File: config.mk
export PLATFORM = sky130hd
export DESIGN_NAME = conv_top
export DESIGN_NICKNAME = d
export VERILOG_FILES = /design/src/conv_pkg.sv /design/src/conv_ctrl.sv /design/src/conv_top.sv /design/src/mac_accum.sv /design/src/sign_mag_mult.sv /design/src/tap_counter.sv
export VERILOG_INCLUDE_DIRS = /design/src /design/src/include
export SDC_FILE = /design/constraint.sdc
export NUM_CORES = 1
export LEC_CHECK = 0
export BUFFER_PORTS_ARGS = -buffer_cell sky130_fd_sc_hd__buf_2
export CORE_MARGIN = 2
export CORE_UTILIZATION = 50
export CTS_CLUSTER_DIAMETER = 30
export DETAILED_ROUTE_END_ITERATION = 8
export PLACE_DENSITY = 0.64
export SYNTH_ARGS = -nofsm -noshare
export SYNTH_HDL_FRONTEND = slang
export SYNTH_HIERARCHICAL = 1
export SYNTH_SLANG_ARGS = --single-unit
File: constraint.sdc
create_clock -name clk -period 6.3 [get_ports clk]
set_clock_uncertainty 0.15 [all_clocks]
set_input_delay 0.945 -clock clk [delete_from_list [all_inputs] [get_ports clk]]
set_output_delay 0.945 -clock clk [all_outputs]
set_load 0.005 [all_outputs]
File: src/include/conv_params.svh
////////////////////
// Fixed sizes of the 3x3 convolution MAC datapath
// Included by the package and by every module that needs a size
////////////////////

`ifndef CONV_PARAMS_SVH
`define CONV_PARAMS_SVH

// Operand and product widths
`define CONV_DATA_W   8    // Feature and weight, signed
`define CONV_PROD_W   16   // Signed product of two operands
`define CONV_ACC_W    28   // Running window sum and result

// Window shape
`define CONV_TAPS     9    // 3x3 kernel, one beat per tap

// Multiplier pipeline depth in clock cycles
`define CONV_MULT_LAT 4

`endif

File: src/conv_pkg.sv
////////////////////
// Shared types of the convolution MAC unit
////////////////////

package conv_pkg;

  `include "conv_params.svh"

  // Beat kind on the input stream
  typedef enum logic {
    OP_TAP  = 1'b0,
    OP_BIAS = 1'b1
  } conv_op_e;

  // Input beat, a bias beat carries {feat, wgt} as one 16-bit value
  typedef struct packed {
    conv_op_e                      op;
    logic signed [`CONV_DATA_W-1:0] feat;
    logic signed [`CONV_DATA_W-1:0] wgt;
  } conv_beat_t;

  // Multiplier output with the window start marker
  typedef struct packed {
    logic signed [`CONV_PROD_W-1:0] prod;
    logic                           first;
  } conv_prod_t;

  typedef enum logic [1:0] {ST_IDLE, ST_TAPS, ST_DRAIN, ST_SEND} conv_state_e;

  typedef logic signed [`CONV_ACC_W-1:0] conv_acc_t;

endpackage

File: src/conv_ctrl.sv
////////////////////
// Window sequencer, owns the input and output handshakes
////////////////////
`timescale 1ns/10ps

module conv_ctrl import conv_pkg::*; (
  input  logic       clk,
  input  logic       rstn,
  input  logic       in_valid,
  input  conv_op_e   in_op,
  input  logic       out_ready,
  input  logic [3:0] tap_idx,
  input  logic       last_tap,
  input  logic       drain_done,
  output logic       in_ready,
  output logic       tap_fire,
  output logic       bias_load,
  output logic       drain_start,
  output logic       first,
  output logic       out_valid
);

  conv_state_e state, state_nxt;
  logic        in_fire;

  assign in_fire     = in_valid && in_ready;
  assign tap_fire    = in_fire && (in_op == OP_TAP);
  assign bias_load   = in_fire && (in_op == OP_BIAS) && (state == ST_IDLE);
  assign drain_start = tap_fire && last_tap;  // Ninth tap accepted
  assign first       = (tap_idx == '0);

  always_comb begin
    state_nxt = state;
    case (state)
      ST_IDLE:  if (tap_fire)    state_nxt = ST_TAPS;
      ST_TAPS:  if (drain_start) state_nxt = ST_DRAIN;
      ST_DRAIN: if (drain_done)  state_nxt = ST_SEND;
      ST_SEND:  if (out_ready)   state_nxt = ST_IDLE;
      default:                   state_nxt = ST_IDLE;
    endcase
  end

  ////////////////////
  // Handshake outputs are registered from the next state
  always_ff @(posedge clk) begin
    if (!rstn) begin
      state     <= ST_IDLE;
      in_ready  <= 1'b0;
      out_valid <= 1'b0;
    end else begin
      state     <= state_nxt;
      in_ready  <= (state_nxt == ST_IDLE) || (state_nxt == ST_TAPS);
      out_valid <= (state_nxt == ST_SEND);
    end
  end

  // Bias beats belong between windows
  a_no_bias_in_taps: assert property (@(posedge clk) disable iff (!rstn)
    (state == ST_TAPS) && in_valid |-> (in_op == OP_TAP));

  // Window start in ST_IDLE only, and the tap counter agrees with the state
  a_fire_in_accept: assert property (@(posedge clk) disable iff (!rstn)
    tap_fire |-> ((state == ST_IDLE) && first) || ((state == ST_TAPS) && !first));

endmodule

File: src/conv_top.sv
////////////////////
// Streaming 3x3 convolution MAC, taps and bias in, window sums out
////////////////////
`timescale 1ns/10ps

module conv_top import conv_pkg::*; (
  input  logic       clk,
  input  logic       rstn,
  input  logic       in_valid,
  output logic       in_ready,
  input  conv_beat_t in_beat,
  output logic       out_valid,
  input  logic       out_ready,
  output conv_acc_t  out_sum
);

  logic       tap_fire, bias_load, drain_start, first;
  logic       last_tap, drain_done;
  logic [3:0] tap_idx;
  logic       prod_valid;
  conv_prod_t prod;

  conv_ctrl u_ctrl (
    .clk         (clk),
    .rstn        (rstn),
    .in_valid    (in_valid),
    .in_op       (in_beat.op),
    .out_ready   (out_ready),
    .tap_idx     (tap_idx),
    .last_tap    (last_tap),
    .drain_done  (drain_done),
    .in_ready    (in_ready),
    .tap_fire    (tap_fire),
    .bias_load   (bias_load),
    .drain_start (drain_start),
    .first       (first),
    .out_valid   (out_valid)
  );

  tap_counter u_cnt (
    .clk         (clk),
    .rstn        (rstn),
    .tap_fire    (tap_fire),
    .drain_start (drain_start),
    .tap_idx     (tap_idx),
    .last_tap    (last_tap),
    .drain_done  (drain_done)
  );

  sign_mag_mult u_mult (
    .clk        (clk),
    .rstn       (rstn),
    .in_fire    (tap_fire),
    .feat       (in_beat.feat),
    .wgt        (in_beat.wgt),
    .first      (first),
    .prod_valid (prod_valid),
    .prod       (prod)
  );

  // Bias beat packs feat as the upper byte
  mac_accum u_acc (
    .clk        (clk),
    .rstn       (rstn),
    .prod_valid (prod_valid),
    .prod       (prod),
    .bias_load  (bias_load),
    .bias_in    ({in_beat.feat, in_beat.wgt}),
    .sum        (out_sum)
  );

endmodule

File: src/mac_accum.sv
////////////////////
// Window accumulator with bias register
// First product of a window restarts the sum from the bias
////////////////////
`timescale 1ns/10ps
`include "conv_params.svh"

module mac_accum import conv_pkg::*; (
  input  logic                             clk,
  input  logic                             rstn,
  input  logic                             prod_valid,
  input  conv_prod_t                       prod,
  input  logic                             bias_load,
  input  logic signed [2*`CONV_DATA_W-1:0] bias_in,
  output conv_acc_t                        sum
);

  logic signed [2*`CONV_DATA_W-1:0] bias_q;
  conv_acc_t                        prod_ext, bias_ext;

  // Sign extension to accumulator width
  assign prod_ext = conv_acc_t'(prod.prod);
  assign bias_ext = conv_acc_t'(bias_q);

  // Bias survives across windows until replaced
  always_ff @(posedge clk) begin
    if (!rstn)
      bias_q <= '0;
    else if (bias_load)
      bias_q <= bias_in;
  end

  ////////////////////
  // Running sum
  always_ff @(posedge clk) begin
    if (prod_valid) begin
      if (prod.first)
        sum <= bias_ext + prod_ext;  // New window
      else
        sum <= sum + prod_ext;
    end
  end

endmodule

File: src/sign_mag_mult.sv
////////////////////
// Four-stage signed 8x8 multiplier, partial products and adder tree
// Valid and first-tap flag travel with each product
////////////////////
`timescale 1ns/10ps
`include "conv_params.svh"

module sign_mag_mult import conv_pkg::*; (
  input  logic                           clk,
  input  logic                           rstn,
  input  logic                           in_fire,
  input  logic signed [`CONV_DATA_W-1:0] feat,
  input  logic signed [`CONV_DATA_W-1:0] wgt,
  input  logic                           first,
  output logic                           prod_valid,
  output conv_prod_t                     prod
);

  logic [`CONV_DATA_W-1:0]   a_mag, b_mag;
  logic [`CONV_DATA_W-1:0]   pp      [`CONV_DATA_W];
  logic [`CONV_DATA_W-1:0]   pp_q    [`CONV_DATA_W];
  logic [`CONV_DATA_W+1:0]   pair    [`CONV_DATA_W/2];
  logic [`CONV_DATA_W+1:0]   pair_q  [`CONV_DATA_W/2];
  logic [`CONV_DATA_W+3:0]   quad    [2];
  logic [`CONV_DATA_W+3:0]   quad_q  [2];
  logic [`CONV_PROD_W-1:0]   mag;
  logic [3:1]                vld_q, sgn_q, fst_q;  // Flags per stage

  ////////////////////
  // Stage 1 partial products
  assign a_mag = feat[`CONV_DATA_W-1] ? -feat : feat;  // -128 maps to 128
  assign b_mag = wgt[`CONV_DATA_W-1]  ? -wgt  : wgt;

  always_comb begin
    for (int i = 0; i < `CONV_DATA_W; i++)
      pp[i] = b_mag[i] ? a_mag : '0;
  end

  ////////////////////
  // Stages 2 and 3, pairs then fours
  always_comb begin
    for (int j = 0; j < `CONV_DATA_W/2; j++)
      pair[j] = {2'b00, pp_q[2*j]} + {1'b0, pp_q[2*j+1], 1'b0};
    for (int k = 0; k < 2; k++)
      quad[k] = {2'b00, pair_q[2*k]} + {pair_q[2*k+1], 2'b00};
  end

  // Stage 4 final sum, upper half weighs 16
  assign mag = {4'h0, quad_q[0]} + {quad_q[1], 4'h0};

  always_ff @(posedge clk) begin
    pp_q     <= pp;
    pair_q   <= pair;
    quad_q   <= quad;
    sgn_q    <= {sgn_q[2:1], feat[`CONV_DATA_W-1] ^ wgt[`CONV_DATA_W-1]};
    fst_q    <= {fst_q[2:1], first};
    prod.prod  <= sgn_q[3] ? -$signed(mag) : $signed(mag);
    prod.first <= fst_q[3];
  end

  always_ff @(posedge clk) begin
    if (!rstn) begin
      vld_q      <= '0;
      prod_valid <= 1'b0;
    end else begin
      vld_q      <= {vld_q[2:1], in_fire};
      prod_valid <= vld_q[3];
    end
  end

endmodule

File: src/tap_counter.sv
////////////////////
// Tap index within a window and drain timer for the multiplier
////////////////////
`timescale 1ns/10ps
`include "conv_params.svh"

module tap_counter (
  input  logic       clk,
  input  logic       rstn,
  input  logic       tap_fire,
  input  logic       drain_start,
  output logic [3:0] tap_idx,
  output logic       last_tap,
  output logic       drain_done
);

  logic [3:0] drain_cnt;
  logic       drain_act;

  assign last_tap   = (tap_idx == 4'(`CONV_TAPS - 1));
  assign drain_done = drain_act && (drain_cnt == '0);

  always_ff @(posedge clk) begin
    if (!rstn)
      tap_idx <= '0;
    else if (tap_fire)
      tap_idx <= last_tap ? '0 : tap_idx + 4'd1;  // Wrap after ninth tap
  end

  // Multiplier depth plus the accumulator cycle
  always_ff @(posedge clk) begin
    if (!rstn) begin
      drain_act <= 1'b0;
      drain_cnt <= '0;
    end else if (drain_start) begin
      drain_act <= 1'b1;
      drain_cnt <= 4'(`CONV_MULT_LAT + 1);
    end else if (drain_done) begin
      drain_act <= 1'b0;
    end else if (drain_act) begin
      drain_cnt <= drain_cnt - 4'd1;
    end
  end

  // No tap enters while the multiplier drains
  a_idx_range: assert property (@(posedge clk) disable iff (!rstn)
    tap_fire |-> !drain_act && (tap_idx <= 4'(`CONV_TAPS - 1)));

endmodule

* Word level (Yosys, flattened, before mapping) *
Cells that the tools add are included.

storage, ports and cells
  flip-flop bits (word level) = 212
  input port bits = 21

cells by class
  add/sub/neg operators = 14
  equal/unequal tests = 7
  multiplexer cells = 15
  bitwise gates (word level) = 4
  reductions and logical operators = 16

operator list
  kind                   count
  $add A8 B9 Y10         4
  $add A28 B16 Y28       1
  $mux W28               1
  $add A10 B12 Y12       2
  $add A16 B16 Y17       1
  $add A12 B16 Y16       1
  $mux W16               1
  $mux W8                2
  $neg A16 Y16           1
  $neg A8 Y8             2
  $mux W3                3
  $logic_not A4 Y1       2
  $mux W2                4
  $pmux W2 S4            1
  $eq A2 B2 Y1 const B   3
  $logic_and A1 B1 Y1    6
  $add A4 B1 Y4 const B  1
  $eq A2 B1 Y1 const B   2
  $eq A4 B4 Y1 const B   1
  $logic_not A2 Y1       2
  $mux W4                1
  $reduce_and A2 Y1      2
  $reduce_bool A2 Y1     2
  $sub A4 B1 Y4 const B  1
  other kinds (6)        9

* Logic depth before layout (Yosys ltp) *
Gate-level depths: netlist (run 1).

  word-level depth = 7
  gate-level depth with buffers = 10

* By module *
The synthesis (run 1) kept the hierarchy.

modules (own cells, without submodules)
  module         times used  cells each  area each (µm²)
  sign_mag_mult  1           589         6069.6
  mac_accum      1           439         3890.0
  tap_counter    1           54          481.7
  conv_ctrl      1           20          182.7

* Worst setup path after synthesis (run 1) *
Ideal clock, no wire load.

  path kind = reg2reg
  from = reg u_mult/quad_q[0] in the netlist's numbering
  to = reg u_mult/prod[16] (netlist name)
  library setup time = 0.072 ns
  arrival = 2.425 ns
  data required time = 6.078 ns
  setup slack = 3.653 ns
  stages on the path, launching flop included = 9
  buffers on the path = 0
  clock period less this slack = 2.647 ns
  path through = dfxtp_1 ha_1 fa_1 nor4_1 nand3_1 or3_1 or2_1 o41ai_2 xor2_1

on the way
  word-level cells in the longest chain between the ends = 3

ends and longest elaborated chain
  item                      RTL line             source
  start: declaration        sign_mag_mult.sv:25  logic [`CONV_DATA_W+3:0] quad_q [2];
  start signal: assignment  sign_mag_mult.sv:54  quad_q <= quad;
  $add A12 B16 Y16 *        sign_mag_mult.sv:49  assign mag = {4'h0, quad_q[0]} + {quad_q[1], 4'h0};
  $neg A16 Y16              sign_mag_mult.sv:57  prod.prod <= sgn_q[3] ? -$signed(mag) : $signed(mag);
  $mux W16 *                sign_mag_mult.sv:57

Every way passes the cells marked *; elsewhere a longest branch is shown, timed or not.
A chain may end at the register's enable or synchronous reset.

* Final worst setup path (run 1) *
  from = reg u_mult/prod[16] (netlist name)
  to = reg u_acc.sum[26], data pin

on the way
  word-level cells in the longest chain between the ends = 2

ends and longest elaborated chain
  item                                                  RTL line                          source
  $add A28 B16 Y28 or $add A16 B16 Y17 (tied branches)  mac_accum.sv:40, mac_accum.sv:38
  $mux W28 *                                            mac_accum.sv:37                   if (prod.first)
  end signal: assignment                                mac_accum.sv:38                   sum <= bias_ext + prod_ext;
  end signal: assignment                                mac_accum.sv:40                   sum <= sum + prod_ext;
  end: declaration                                      mac_accum.sv:15                   output conv_acc_t sum

Marks and branches as above.

==> flow_summary.json, run 1 <==
{
  "outcome": "complete, no violations",
  "diodes": 0,
  "path_buf_inv": 0,
  "cp_max_fo": 14,
  "ctsHoldBuffers": 0,
  "ant_nets": 0,
  "irDropWorstVdd_mv": 0.215,
  "hold_end": "u_mult/prod[0]$_DFF_P_",
  "grt_max_degree": 41,
  "cpLargestDelayFamily": "compound AO/OA/AOI/OAI gates",
  "design_area_sq_um": 12800,
  "ys_ff_latch": 212,
  "reg2reg_to": "u_acc/sum[26]$_DFFE_PP_",
  "drive_gt1_share_pct": 12.2,
  "synth_most_common_cell": "dfxtp_1",
  "cp.required_ns": 6.40,
  "path_clk_slew_ns": 0.05,
  "gp_congestion": 0.864,
  "fp.dieArea_sq_um": 22400,
  "cts_setup_buffers": 0,
  "p_per_area_nw_per_um2": 440,
  "maxCapViolations": 0,
  "postSynthAreaPerCell_sq_um": 9.64,
  "setup_viol_count_final": 0,
  "period_needed_ns": 3.05,
  "drt_iter0_markers": 336,
  "core_area_sq_um": 21000,
  "vias": 8039,
  "crit_slowest_cell": "dfxtp_1",
  "worstMarginPinSlew_ns": 1.10,
  "grt_use_met2_pct": 33.0,
  "start_kind": "flop",
  "dpl.hpwl_mm": 17.0,
  "clockBufferDepth": 3,
  "synth_edf_count": 28,
  "r2r_cells": 8,
  "synth_top_area_share_pct": 34.7,
  "viasPerCell": 5.36,
  "synth_flop_cell": "dfxtp_1",
  "fp.dieW_um": 150,
  "num_rows": 53,
  "postSynthCellCount": 1102,
  "clock_latency_ns": 0.53,
  "grt_use_met1_pct": 28.7,
  "io_buffers": 50,
  "synth_top_cell_by_area": "dfxtp_1",
  "hold_depth": 0,
  "period_share_pct": 48.4,
  "synthesis.nets": 1233,
  "rsz0062_at_grt": "false",
  "rrSetupSlack_ns": 3.25,
  "min_from": "u_mult/fst_q[3]$_DFF_P_",
  "synth-async-reset-ratio_pct": 0,
  "tritoncts": "built",
  "track_usage_pct": 20.7,
  "first_pass_iters": 7,
  "timing.fmax_mhz": 328,
  "overflow": 0,
  "p_leak_nw": 5.70,
  "fin_setup_tns_ns": 0,
  "h-tree-depth": 2,
  "path_cells": "ha_1, a21oi_1, o21ai_0, a221oi_1, o21ai_0, a21oi_1, a211o_1, nand3_1",
  "end_kind": "flop",
  "utilization_pct": 61.2,
  "yosysWarnings": 6,
  "multiInputGateArea_sq_um": 5780,
  "clockRootBuffer": "clkbuf_16",
  "ys_seq_area_share_pct": 42.6,
  "max_stage_delay_ns": 0.75,
  "post_cts_resized": 0,
  "timing.rr.start": "u_mult/prod[16]$_DFF_P_",
  "cts_made_buffers": 47,
  "cp.arrival_ns": 3.15,
  "ios": 51,
  "place_area_sq_um": 11200,
  "fin_total_pwr_mw": 5.65,
  "drc": 0,
  "wl_mm": 23.0,
  "first_global_vias": 7734,
  "drv_slew": 0,
  "hold_class": "flop to flop",
  "n_fill_cell": 1812,
  "netlist_top_cells_count": "dfxtp_1, nor2_1, ha_1, a21oi_1, o21ai_0",
  "grt_util_met3_pct": 3.54,
  "start_util_pct": 50.7,
  "grt_pass1_wl_mm": 37.3,
  "clock_sinks": 212,
  "syn_to_final_growth_pct": 20.8,
  "max_slew_margin_pct": 26.4,
  "yosysUniqueCellTypes": 73,
  "grt-busiest-layer": "met2",
  "critPathKind": "flop to flop",
  "hold_viol": 0,
  "netlist_top_cells_area": "dfxtp_1, ha_1, edfxtp_1",
  "die_h_um": 150,
  "regArea_sq_um": 4520,
  "wire_per_inst_um": 15.3,
  "nets": 1318,
  "synthesis.area_sq_um": 10600,
  "antenna_found_initial": 0,
  "worst_hold_slack_ns": 0.170
}
-- cell type report --
| type | instances | area share [%] |
|---|---|---|
| tap | 275 | 2.68 |
| timing repair buffer | 53 | 2.13 |
| multi-input combinational | 806 | 45.0 |
| clock inverter | 24 | 2.47 |
| sequential | 212 | 35.3 |
| inverter | 67 | 1.96 |
| clock buffer | 62 | 10.5 |
-- where the power goes --
group          leakage [nW]  total (mW)  switching (mW)  internal, mW
registers              1.78        1.70           0.112          1.59
logic                  3.12        1.46           0.835         0.625
clock network         0.805        2.48           0.746          1.74
total                  5.70        5.65            1.69          3.95
-- state kept, by name, indices dropped and copies added, names as in the netlist, 3 cells and up --
| register | flops |
|---|---|
| u_acc/bias_q | 16 |
| u_acc/sum | 28 |
| u_cnt/drain_cnt | 4 |
| u_cnt/tap_idx | 4 |
| u_mult/fst_q | 3 |
| u_mult/pair_q | 40 |
| u_mult/pp_q | 64 |
| u_mult/prod | 17 |
| u_mult/quad_q | 24 |
| u_mult/sgn_q | 3 |
| u_mult/vld_q | 3 |
-- cells in the final DEF (no fill, tap or decap), types with 6 or more instances in the layout --
| cell type | Yosys | final |
|---|---|---|
| a21boi_0 | 11 | 11 |
| a21o_1 | 31 | 31 |
| a21oi_1 | 72 | 72 |
| and2_1 | 8 | 8 |
| and3_1 | 10 | 10 |
| buf_2 | 1 | 50 |
| bufinv_16 | 0 | 6 |
| clkbuf_1 | 14 | 6 |
| clkbuf_16 | 0 | 49 |
| clkbuf_8 | 0 | 7 |
| clkinv_1 | 2 | 6 |
| dfxtp_1 | 184 | 184 |
| edfxtp_1 | 28 | 28 |
| fa_1 | 9 | 9 |
| ha_1 | 101 | 101 |
| inv_1 | 64 | 64 |
| mux2i_1 | 26 | 26 |
| nand2_1 | 58 | 58 |
| nand2b_1 | 15 | 15 |
| nand3_1 | 17 | 17 |
| nand4_1 | 12 | 12 |
| nor2_1 | 111 | 110 |
| nor2b_1 | 35 | 35 |
| nor3_1 | 13 | 13 |
| o21a_1 | 6 | 6 |
| o21ai_0 | 70 | 70 |
| o21bai_1 | 8 | 8 |
| o31ai_1 | 9 | 9 |
| or3_1 | 8 | 8 |
| xnor2_1 | 50 | 50 |
| xor2_1 | 50 | 50 |
-- per-layer routing --
layer | vias to the layer above | wire length [um]
met1 | 3800 | 11300
met3 | 30 | 949
met4 | 0 | 352
li1 | 4067 | -
met5 | - | 0
met2 | 142 | 10300
-- how the worst max path moves through the flow --
| stage | startpoint | endpoint | slack (ns) | depth (start not counted) |
|---|---|---|---|---|
| after floorplan | u_mult/quad_q[0]$_DFF_P_ | u_mult/prod[16]$_DFF_P_ | 3.65 | 8 |
| after global placement | u_mult/prod[16]$_DFF_P_ | u_acc/sum[25]$_DFFE_PP_ | 3.29 | 8 |
| after detailed placement | u_mult/prod[16]$_DFF_P_ | u_acc/sum[21]$_DFFE_PP_ | 3.28 | 8 |
| after CTS | u_mult/prod[16]$_DFF_P_ | u_acc/sum[25]$_DFFE_PP_ | 3.28 | 8 |
| after global routing | u_mult/prod[16]$_DFF_P_ | u_acc/sum[22]$_DFFE_PP_ | 3.02 | 7 |
| final | u_mult/prod[16]$_DFF_P_ | u_acc/sum[26]$_DFFE_PP_ | 3.25 | 8 |
-- stage by stage --
step	instances	setup slack [ns]
3_3_place_gp	1413	3.29
5_1_grt	1499	3.02
3_5_place_dp	1413	3.28
4_1_cts	1499	3.28
2_1_floorplan	1102	3.65
6_report	1499	3.25
-- worst reg2reg max path: cells and delay by family, from the launching register on --
family	cells	cell delay [ns]
flops	1	0.75
simple gates	1	0.07
compound gates	6	1.38
fa+ha+maj	1	0.45
-- kinds of logic after synthesis --
kind of cell | synth area share (%)
buf+inv | 3.03
fa+ha+maj | 13.6
compound gates | 15.4
flops | 42.6
mux | 2.56
xor+xnor | 8.24
simple gates | 14.6
Note: power is estimated with default switching activity, not from simulation.
==> inputs of run 2 (changes only) <==
PLACE_DENSITY = 0.67   (was 0.64)
clock period = 2.5 ns   (was 6.3 ns; I/O delays follow)
==> run 2 against run 1 <==
Against the previous run: the run now ends with negative setup slack left; core utilization up 8.3 points; cell count up 9.8%; via count up 10%.
==> flow_summary.json, run 2 (synthesis results as in run 1) <==
{
  "outcome": "finished, violations left",
  "violations": "negative setup slack",
  "grt-busiest-layer": "met2",
  "fp.dieArea_sq_um": 22400,
  "viasPerCell": 5.38,
  "track_usage_pct": 22.5,
  "timing.rr.start": "u_mult/quad_q[16]$_DFF_P_",
  "clockBufferDepth": 3,
  "clock_latency_ns": 0.54,
  "ios": 51,
  "drt_iter0_markers": 387,
  "fp.dieW_um": 150,
  "worst_slack_ns": -0.133,
  "period_needed_ns": 2.63,
  "hold_viol": 0,
  "fin_cells": 1646,
  "drv_slew": 0,
  "dpl.hpwl_mm": 17.9,
  "grt_max_degree": 34,
  "syn_to_final_growth_pct": 37.2,
  "maxCapViolations": 0,
  "hold_depth": 3,
  "cts_made_buffers": 45,
  "pwr-share-seq_pct": 27.4,
  "max_slew_margin_pct": 51.1,
  "drive_gt1_share_pct": 29.0,
  "tritoncts": "built",
  "switching_share_pct": 32.9,
  "max_flop_register": "u_mult/pp_q",
  "rrSetupSlack_ns": -0.13,
  "layout_commonest_cell": "dfxtp_1",
  "grt_use_met2_pct": 37.6,
  "diodes": 0,
  "cp_common_cell": "xor2_1",
  "r2r_cells": 9,
  "largestRegisters": "u_mult/pp_q x64, u_mult/pair_q x40, u_acc/sum x28",
  "cp_max_fo": 2,
  "period_share_pct": 105,
  "rsz0062_at_grt": "true",
  "comb_power_share_pct": 35.3,
  "max_stage_delay_ns": 0.39,
  "crit_start": "u_mult/quad_q[16]$_DFF_P_",
  "irDropWorstVdd_mv": 0.722,
  "place_area_sq_um": 12200,
  "critPathKind": "flop to flop",
  "wl_mm": 26.4,
  "gp_congestion": 0.859,
  "hold_end": "u_acc/bias_q[14]$_SDFFE_PN0P_",
  "end_kind": "flop",
  "clockRootBuffer": "clkbuf_16",
  "io_buffers": 50,
  "crit_slowest_cell": "or3_4",
  "grt_use_met1_pct": 29.4,
  "start_util_pct": 50.7,
  "dp.cells": 1540,
  "final_cell_mix": "dfxtp_1, buf_4, nor2_1",
  "path_clk_slew_ns": 0.06,
  "setup_viol_count_final": 6,
  "drc": 0,
  "antenna_found_initial": 0,
  "hold_class": "primary input to flop",
  "die_h_um": 150,
  "path_cells": "ha_4, fa_2, a211oi_4, nor2_1, xor2_1, or3_4, or2_1, o41ai_2, xor2_1",
  "pwr-share-clk_pct": 37.3,
  "regArea_sq_um": 4550,
  "timing.fmax_mhz": 380,
  "p_per_area_nw_per_um2": 1080,
  "first_global_vias": 8498,
  "vias": 8848,
  "cp.arrival_ns": 2.94,
  "design_area_sq_um": 14600,
  "worstMarginPinSlew_ns": 0.732,
  "nets": 1465,
  "h-tree-depth": 2,
  "utilization_pct": 69.6,
  "start_kind": "flop",
  "core_area_sq_um": 21000,
  "p_leak_nw": 6.45,
  "clock_sinks": 212,
  "grt_util_met3_pct": 4.42,
  "internal_power_mw": 10.6,
  "first_pass_iters": 5,
  "grt_pass1_wl_mm": 40.6,
  "ant_nets": 0,
  "multiInputGateArea_sq_um": 6460,
  "wire_per_inst_um": 16.1,
  "reg2reg_to": "u_mult/prod[16]$_DFF_P_",
  "cp.required_ns": 2.81,
  "n_fill_cell": 1582,
  "overflow": 0,
  "p_sw_mw": 5.20,
  "num_rows": 53,
  "largest_register_ffs": 64,
  "min_from": "in_beat[14]"
}
[run 2: cell count changes in the layout (fill, tap and decap cells not counted), sizes merged]
cell         before  now
clkinv           16   14
inv              66   80
clkinvlp          3    2
clkbuf           62   52
bufinv            6    3
buf              53  199
dlygate4sd3       0    3
[run 2: critical path: cells and delay by family (launching register included)]
family | cells | cell delay, ns
adder cells (fa/ha/maj) | 2 | 0.54
AO/OA/AOI/OAI | 2 | 0.51
XOR/XNOR | 2 | 0.31
AND/OR/NAND/NOR | 3 | 0.72
flip-flops | 1 | 0.33
[run 2: final cells by class]
type / count / area share, %
multi-input combinational: 806 / 44.3
inverter: 67 / 1.73
clock buffer: 52 / 8.19
tap: 275 / 2.36
sequential: 212 / 31.2
timing repair buffer: 202 / 9.83
clock inverter: 32 / 2.39
[run 2: per-layer routing]
| layer | part of all wire (%) | up-vias | wire length (um) |
|---|---|---|---|
| met5 | 0 | - | 0 |
| met4 | 2.1 | 0 | 550 |
| li1 | - | 4364 | - |
| met1 | 45 | 4219 | 12000 |
| met2 | 48 | 214 | 12700 |
| met3 | 4.7 | 51 | 1230 |
[run 2: repair_timing]
| item | 4_1_cts | 5_1_grt |
|---|---|---|
| hold buffers | 3 | 0 |
| setup buffers | 9 | 9 |
| pin swaps | 28 | 38 |
| gates cloned | 1 | 0 |
| endpoints found under the hold margin | 3 | 0 |
| setup endpoints to repair | 22 | 26 |
| resized for setup | 66 | 92 |
[run 2: worst max-delay path by stage]
stage	endpoint	slack (ns)	depth (start not counted)
floorplan	u_mult/prod[16]$_DFF_P_	-0.01	9
global placement	u_acc/sum[22]$_DFFE_PP_	-0.23	9
detailed placement	u_acc/sum[22]$_DFFE_PP_	-0.24	9
CTS	u_mult/prod[16]$_DFF_P_	-0.13	9
global route	u_mult/prod[16]$_DFF_P_	-0.21	9
finish	u_mult/prod[16]$_DFF_P_	-0.13	9
[run 2: through the flow]
stage | hold WS (ns) | worst slack, ns | setup TNS, ns | total power, mW
global route | 0.0396 | -0.215 | -1.76 | 16.6
floorplan | 0.160 | -0.0104 | -0.0104 | 7.21
detailed placement | 0.163 | -0.240 | -3.58 | 8.92
CTS | 0.0129 | -0.126 | -0.585 | 15.3
global placement | 0.160 | -0.226 | -2.12 | 8.83
finish | 0.0270 | -0.133 | -0.474 | 15.8
[run 2: power groups by stage]
| stage | combinational (mW) | clock (mW) | sequential [mW] |
|---|---|---|---|
| global route | 6.04 | 6.15 | 4.37 |
| CTS | 5.03 | 5.98 | 4.30 |
| finish | 5.57 | 5.89 | 4.32 |
| detailed placement | 4.60 | 0 | 4.33 |
| floorplan | 2.97 | 0 | 4.24 |
| global placement | 4.52 | 0 | 4.31 |
==> inputs of run 3 (changes only) <==
BUFFER_PORTS_ARGS = default   (was -buffer_cell sky130_fd_sc_hd__buf_2)
DONT_BUFFER_PORTS = 1   (was default)
PLACE_DENSITY = 0.65   (was 0.67)
SYNTH_HIERARCHICAL = default   (was 1)
==> run 3 against run 2 <==
Against the previous run: the run still ends with negative setup slack left; count of clock-buffer cells in the layout rose by 2; die area decreased by 0.57%; fmax grew 2.1%; largest power group unchanged; highest routed layer unchanged; critical path depth stayed put; combinational power down 3%; wire length fell by 3.7%; global-route usage is 0.53 points higher.
==> flow_summary.json, run 3 <==
{
  "met2_length_mm": 12.2,
  "ios": 51,
  "cp_num_cells": 9,
  "synth_flop_cell": "dfxtp_1",
  "synth_most_common_cell": "dfxtp_1",
  "synth_edf_count": 28,
  "hold_viol": 0,
  "max_stage_delay_ns": 0.35,
  "cts_made_buffers": 43,
  "io_buffers": 0,
  "overflow": 0,
  "p_leak_nw": 6.23,
  "topRoutingLayerUsed": "met4",
  "wl_mm": 25.5,
  "num_rows": 53,
  "largestRegisters": "u_mult.pp_q x64, u_mult.pair_q x40, u_acc.sum x28",
  "nets": 1419,
  "outcome": "finished, violations left",
  "largest_register_ffs": 64,
  "worst_slack_ns": -0.0790,
  "cpLargestDelayFamily": "compound AO/OA/AOI/OAI gates",
  "synthesis.nets": 1236,
  "yosysUniqueCellTypes": 64,
  "start_util_pct": 50.6,
  "worstMarginPinSlew_ns": 0.800,
  "max_slew_margin_pct": 46.5,
  "grt_pass1_wl_mm": 41.2,
  "drv_slew": 0,
  "drive_gt1_share_pct": 22.9,
  "ys_seq_area_share_pct": 42.8,
  "cp.required_ns": 2.60,
  "synthesis.area_sq_um": 10600,
  "dpl.hpwl_mm": 17.7,
  "rsz0062_at_grt": "true",
  "syn_to_final_growth_pct": 33.0,
  "clock_sinks": 212,
  "drc": 0,
  "wire_per_inst_um": 15.9,
  "path_buf_inv": 0,
  "utilization_pct": 67.2,
  "setup_viol_count_final": 7,
  "violations": "negative setup slack",
  "path_cells": "ha_4, fa_2, a21oi_2, o21bai_2, a211oi_4, o21bai_4, a2111oi_4, xor2_1, mux2i_1",
  "synth_top_cell_by_area": "dfxtp_1",
  "h-tree-depth": 2,
  "postSynthCellCount": 1105,
  "r2r_cells": 9,
  "final_cell_mix": "dfxtp_1, buf_4, nor2_1",
  "cp.arrival_ns": 2.68,
  "critPathKind": "flop to flop",
  "synth-async-reset-ratio_pct": 0,
  "p_per_area_nw_per_um2": 1080,
  "clockBufferDepth": 3,
  "timing.fmax_mhz": 388,
  "m1WireLength_mm": 11.5,
  "diodes": 0,
  "ant_nets": 0,
  "antenna_found_initial": 0,
  "worst_hold_slack_ns": 0.0133,
  "hold_class": "primary input to flop",
  "fin_setup_tns_ns": -0.222,
  "synth_top_area_share_pct": 34.9,
  "crit_slowest_cell": "fa_2",
  "ys_ff_latch": 212,
  "hold_depth": 3,
  "fp.dieW_um": 149,
  "cp_max_fo": 3,
  "tritoncts": "built",
  "wl_met3_mm": 1.34,
  "grt_max_degree": 29,
  "core_area_sq_um": 20900,
  "maxCapViolations": 0,
  "layout_commonest_cell": "dfxtp_1",
  "period_needed_ns": 2.58,
  "track_usage_pct": 23.0,
  "path_clk_slew_ns": 0.05,
  "clockRootBuffer": "clkbuf_16",
  "netlist_top_cells_count": "dfxtp_1, nor2_1, ha_1, nand2_1",
  "die_h_um": 149,
  "period_share_pct": 103,
  "fp.dieArea_sq_um": 22300,
  "max_flop_register": "u_mult.pp_q",
  "end_kind": "flop",
  "vias": 8403,
  "irDropWorstVdd_mv": 0.679,
  "netlist_top_cells_area": "dfxtp_1, ha_1, edfxtp_1",
  "start_kind": "flop",
  "gp_congestion": 0.872,
  "postSynthAreaPerCell_sq_um": 9.56,
  "drt_iter0_markers": 374,
  "first_pass_iters": 5,
  "place_ws_ns": -0.150,
  "yosysWarnings": 0,
  "viasPerCell": 5.26,
  "clock_latency_ns": 0.53,
  "first_global_vias": 8411
}
run 3: cell types whose count changed in the layout (fill, tap and decap cells not counted), moves of 12 or more:
cell,previous run,this run
nor2_1,108,122
a21oi_1,59,45
inv_1,63,51
buf_2,50,0
dlygate4sd3_1,3,20
a21boi_0,9,26
mux2i_1,26,8
nor2b_1,34,20
nand2_1,57,90
run 3: worst paths after layout:
path	start	endpoint	slack (ns)
min reg2reg	u_mult.pair_q[31]$_DFF_P_	u_mult.quad_q[13]$_DFF_P_	0.17
max	u_mult.prod[1]$_DFF_P_	u_acc.sum[14]$_DFFE_PP_	-0.08
min	in_beat[1]	u_mult.pp_q[53]$_SDFF_PN0_	0.01
max reg2reg	u_mult.prod[1]$_DFF_P_	u_acc.sum[14]$_DFFE_PP_	-0.08
run 3: layer usage:
metal  track usage (%)  vias up
met1              30.4     3935
li1                  -     4257
met2              38.1      180
met3              4.98       31
met5                 0        -
met4              6.81        0
run 3: tightest hold or removal path: stages:
cell and delay, ns:
mux2i_1 0.05, buf_4 0.17, nor2_1 0.07
run 3: logic make-up (layout without fill, tap and decap cells):
| group | Yosys count | after routing | synth area share (%) |
|---|---|---|---|
| fa+ha+maj | 110 | 110 | 13.7 |
| compound gates | 272 | 272 | 17.1 |
| mux | 10 | 10 | 0.971 |
| buf+inv | 76 | 294 | 2.80 |
| flops | 212 | 212 | 42.8 |
| xor+xnor | 107 | 107 | 8.94 |
| simple gates | 318 | 318 | 13.7 |
run 3: final cells by class:
cell class / instances / area (sq um)
multi-input cells: 817 / 6240
well taps: 275 / 344
flip-flops and latches: 212 / 4540
clock inverters: 26 / 243
inverters: 53 / 199
fillers: 1598 / 6840
repair buffers: 161 / 1280
clock buffers: 54 / 1200
run 3: stage by stage:
step                      total power, mW  std cells  instance area, sq um
final                                15.2       1598                 14000
after detailed placement             8.92       1475                 11800
after floorplan                      7.42       1105                 10700
after CTS                            14.7       1586                 13700
after global routing                 16.0       1598                 14000
after global placement               8.88       1475                 11800
run 3: power breakdown:
group          leakage [nW]  switching, mW  internal (mW)
logic                  3.75           2.72           2.65
clock network         0.709           1.93           3.55
registers              1.78          0.327           4.00
total                  6.23           4.98           10.2
run 3: timing repair:
action,CTS,global route
setup buffers,11,14
pin swaps,32,41
hold endpoints to repair,51,0
setup endpoints to repair,22,25
cloned,0,0
resized for setup,37,54
hold buffers,20,0
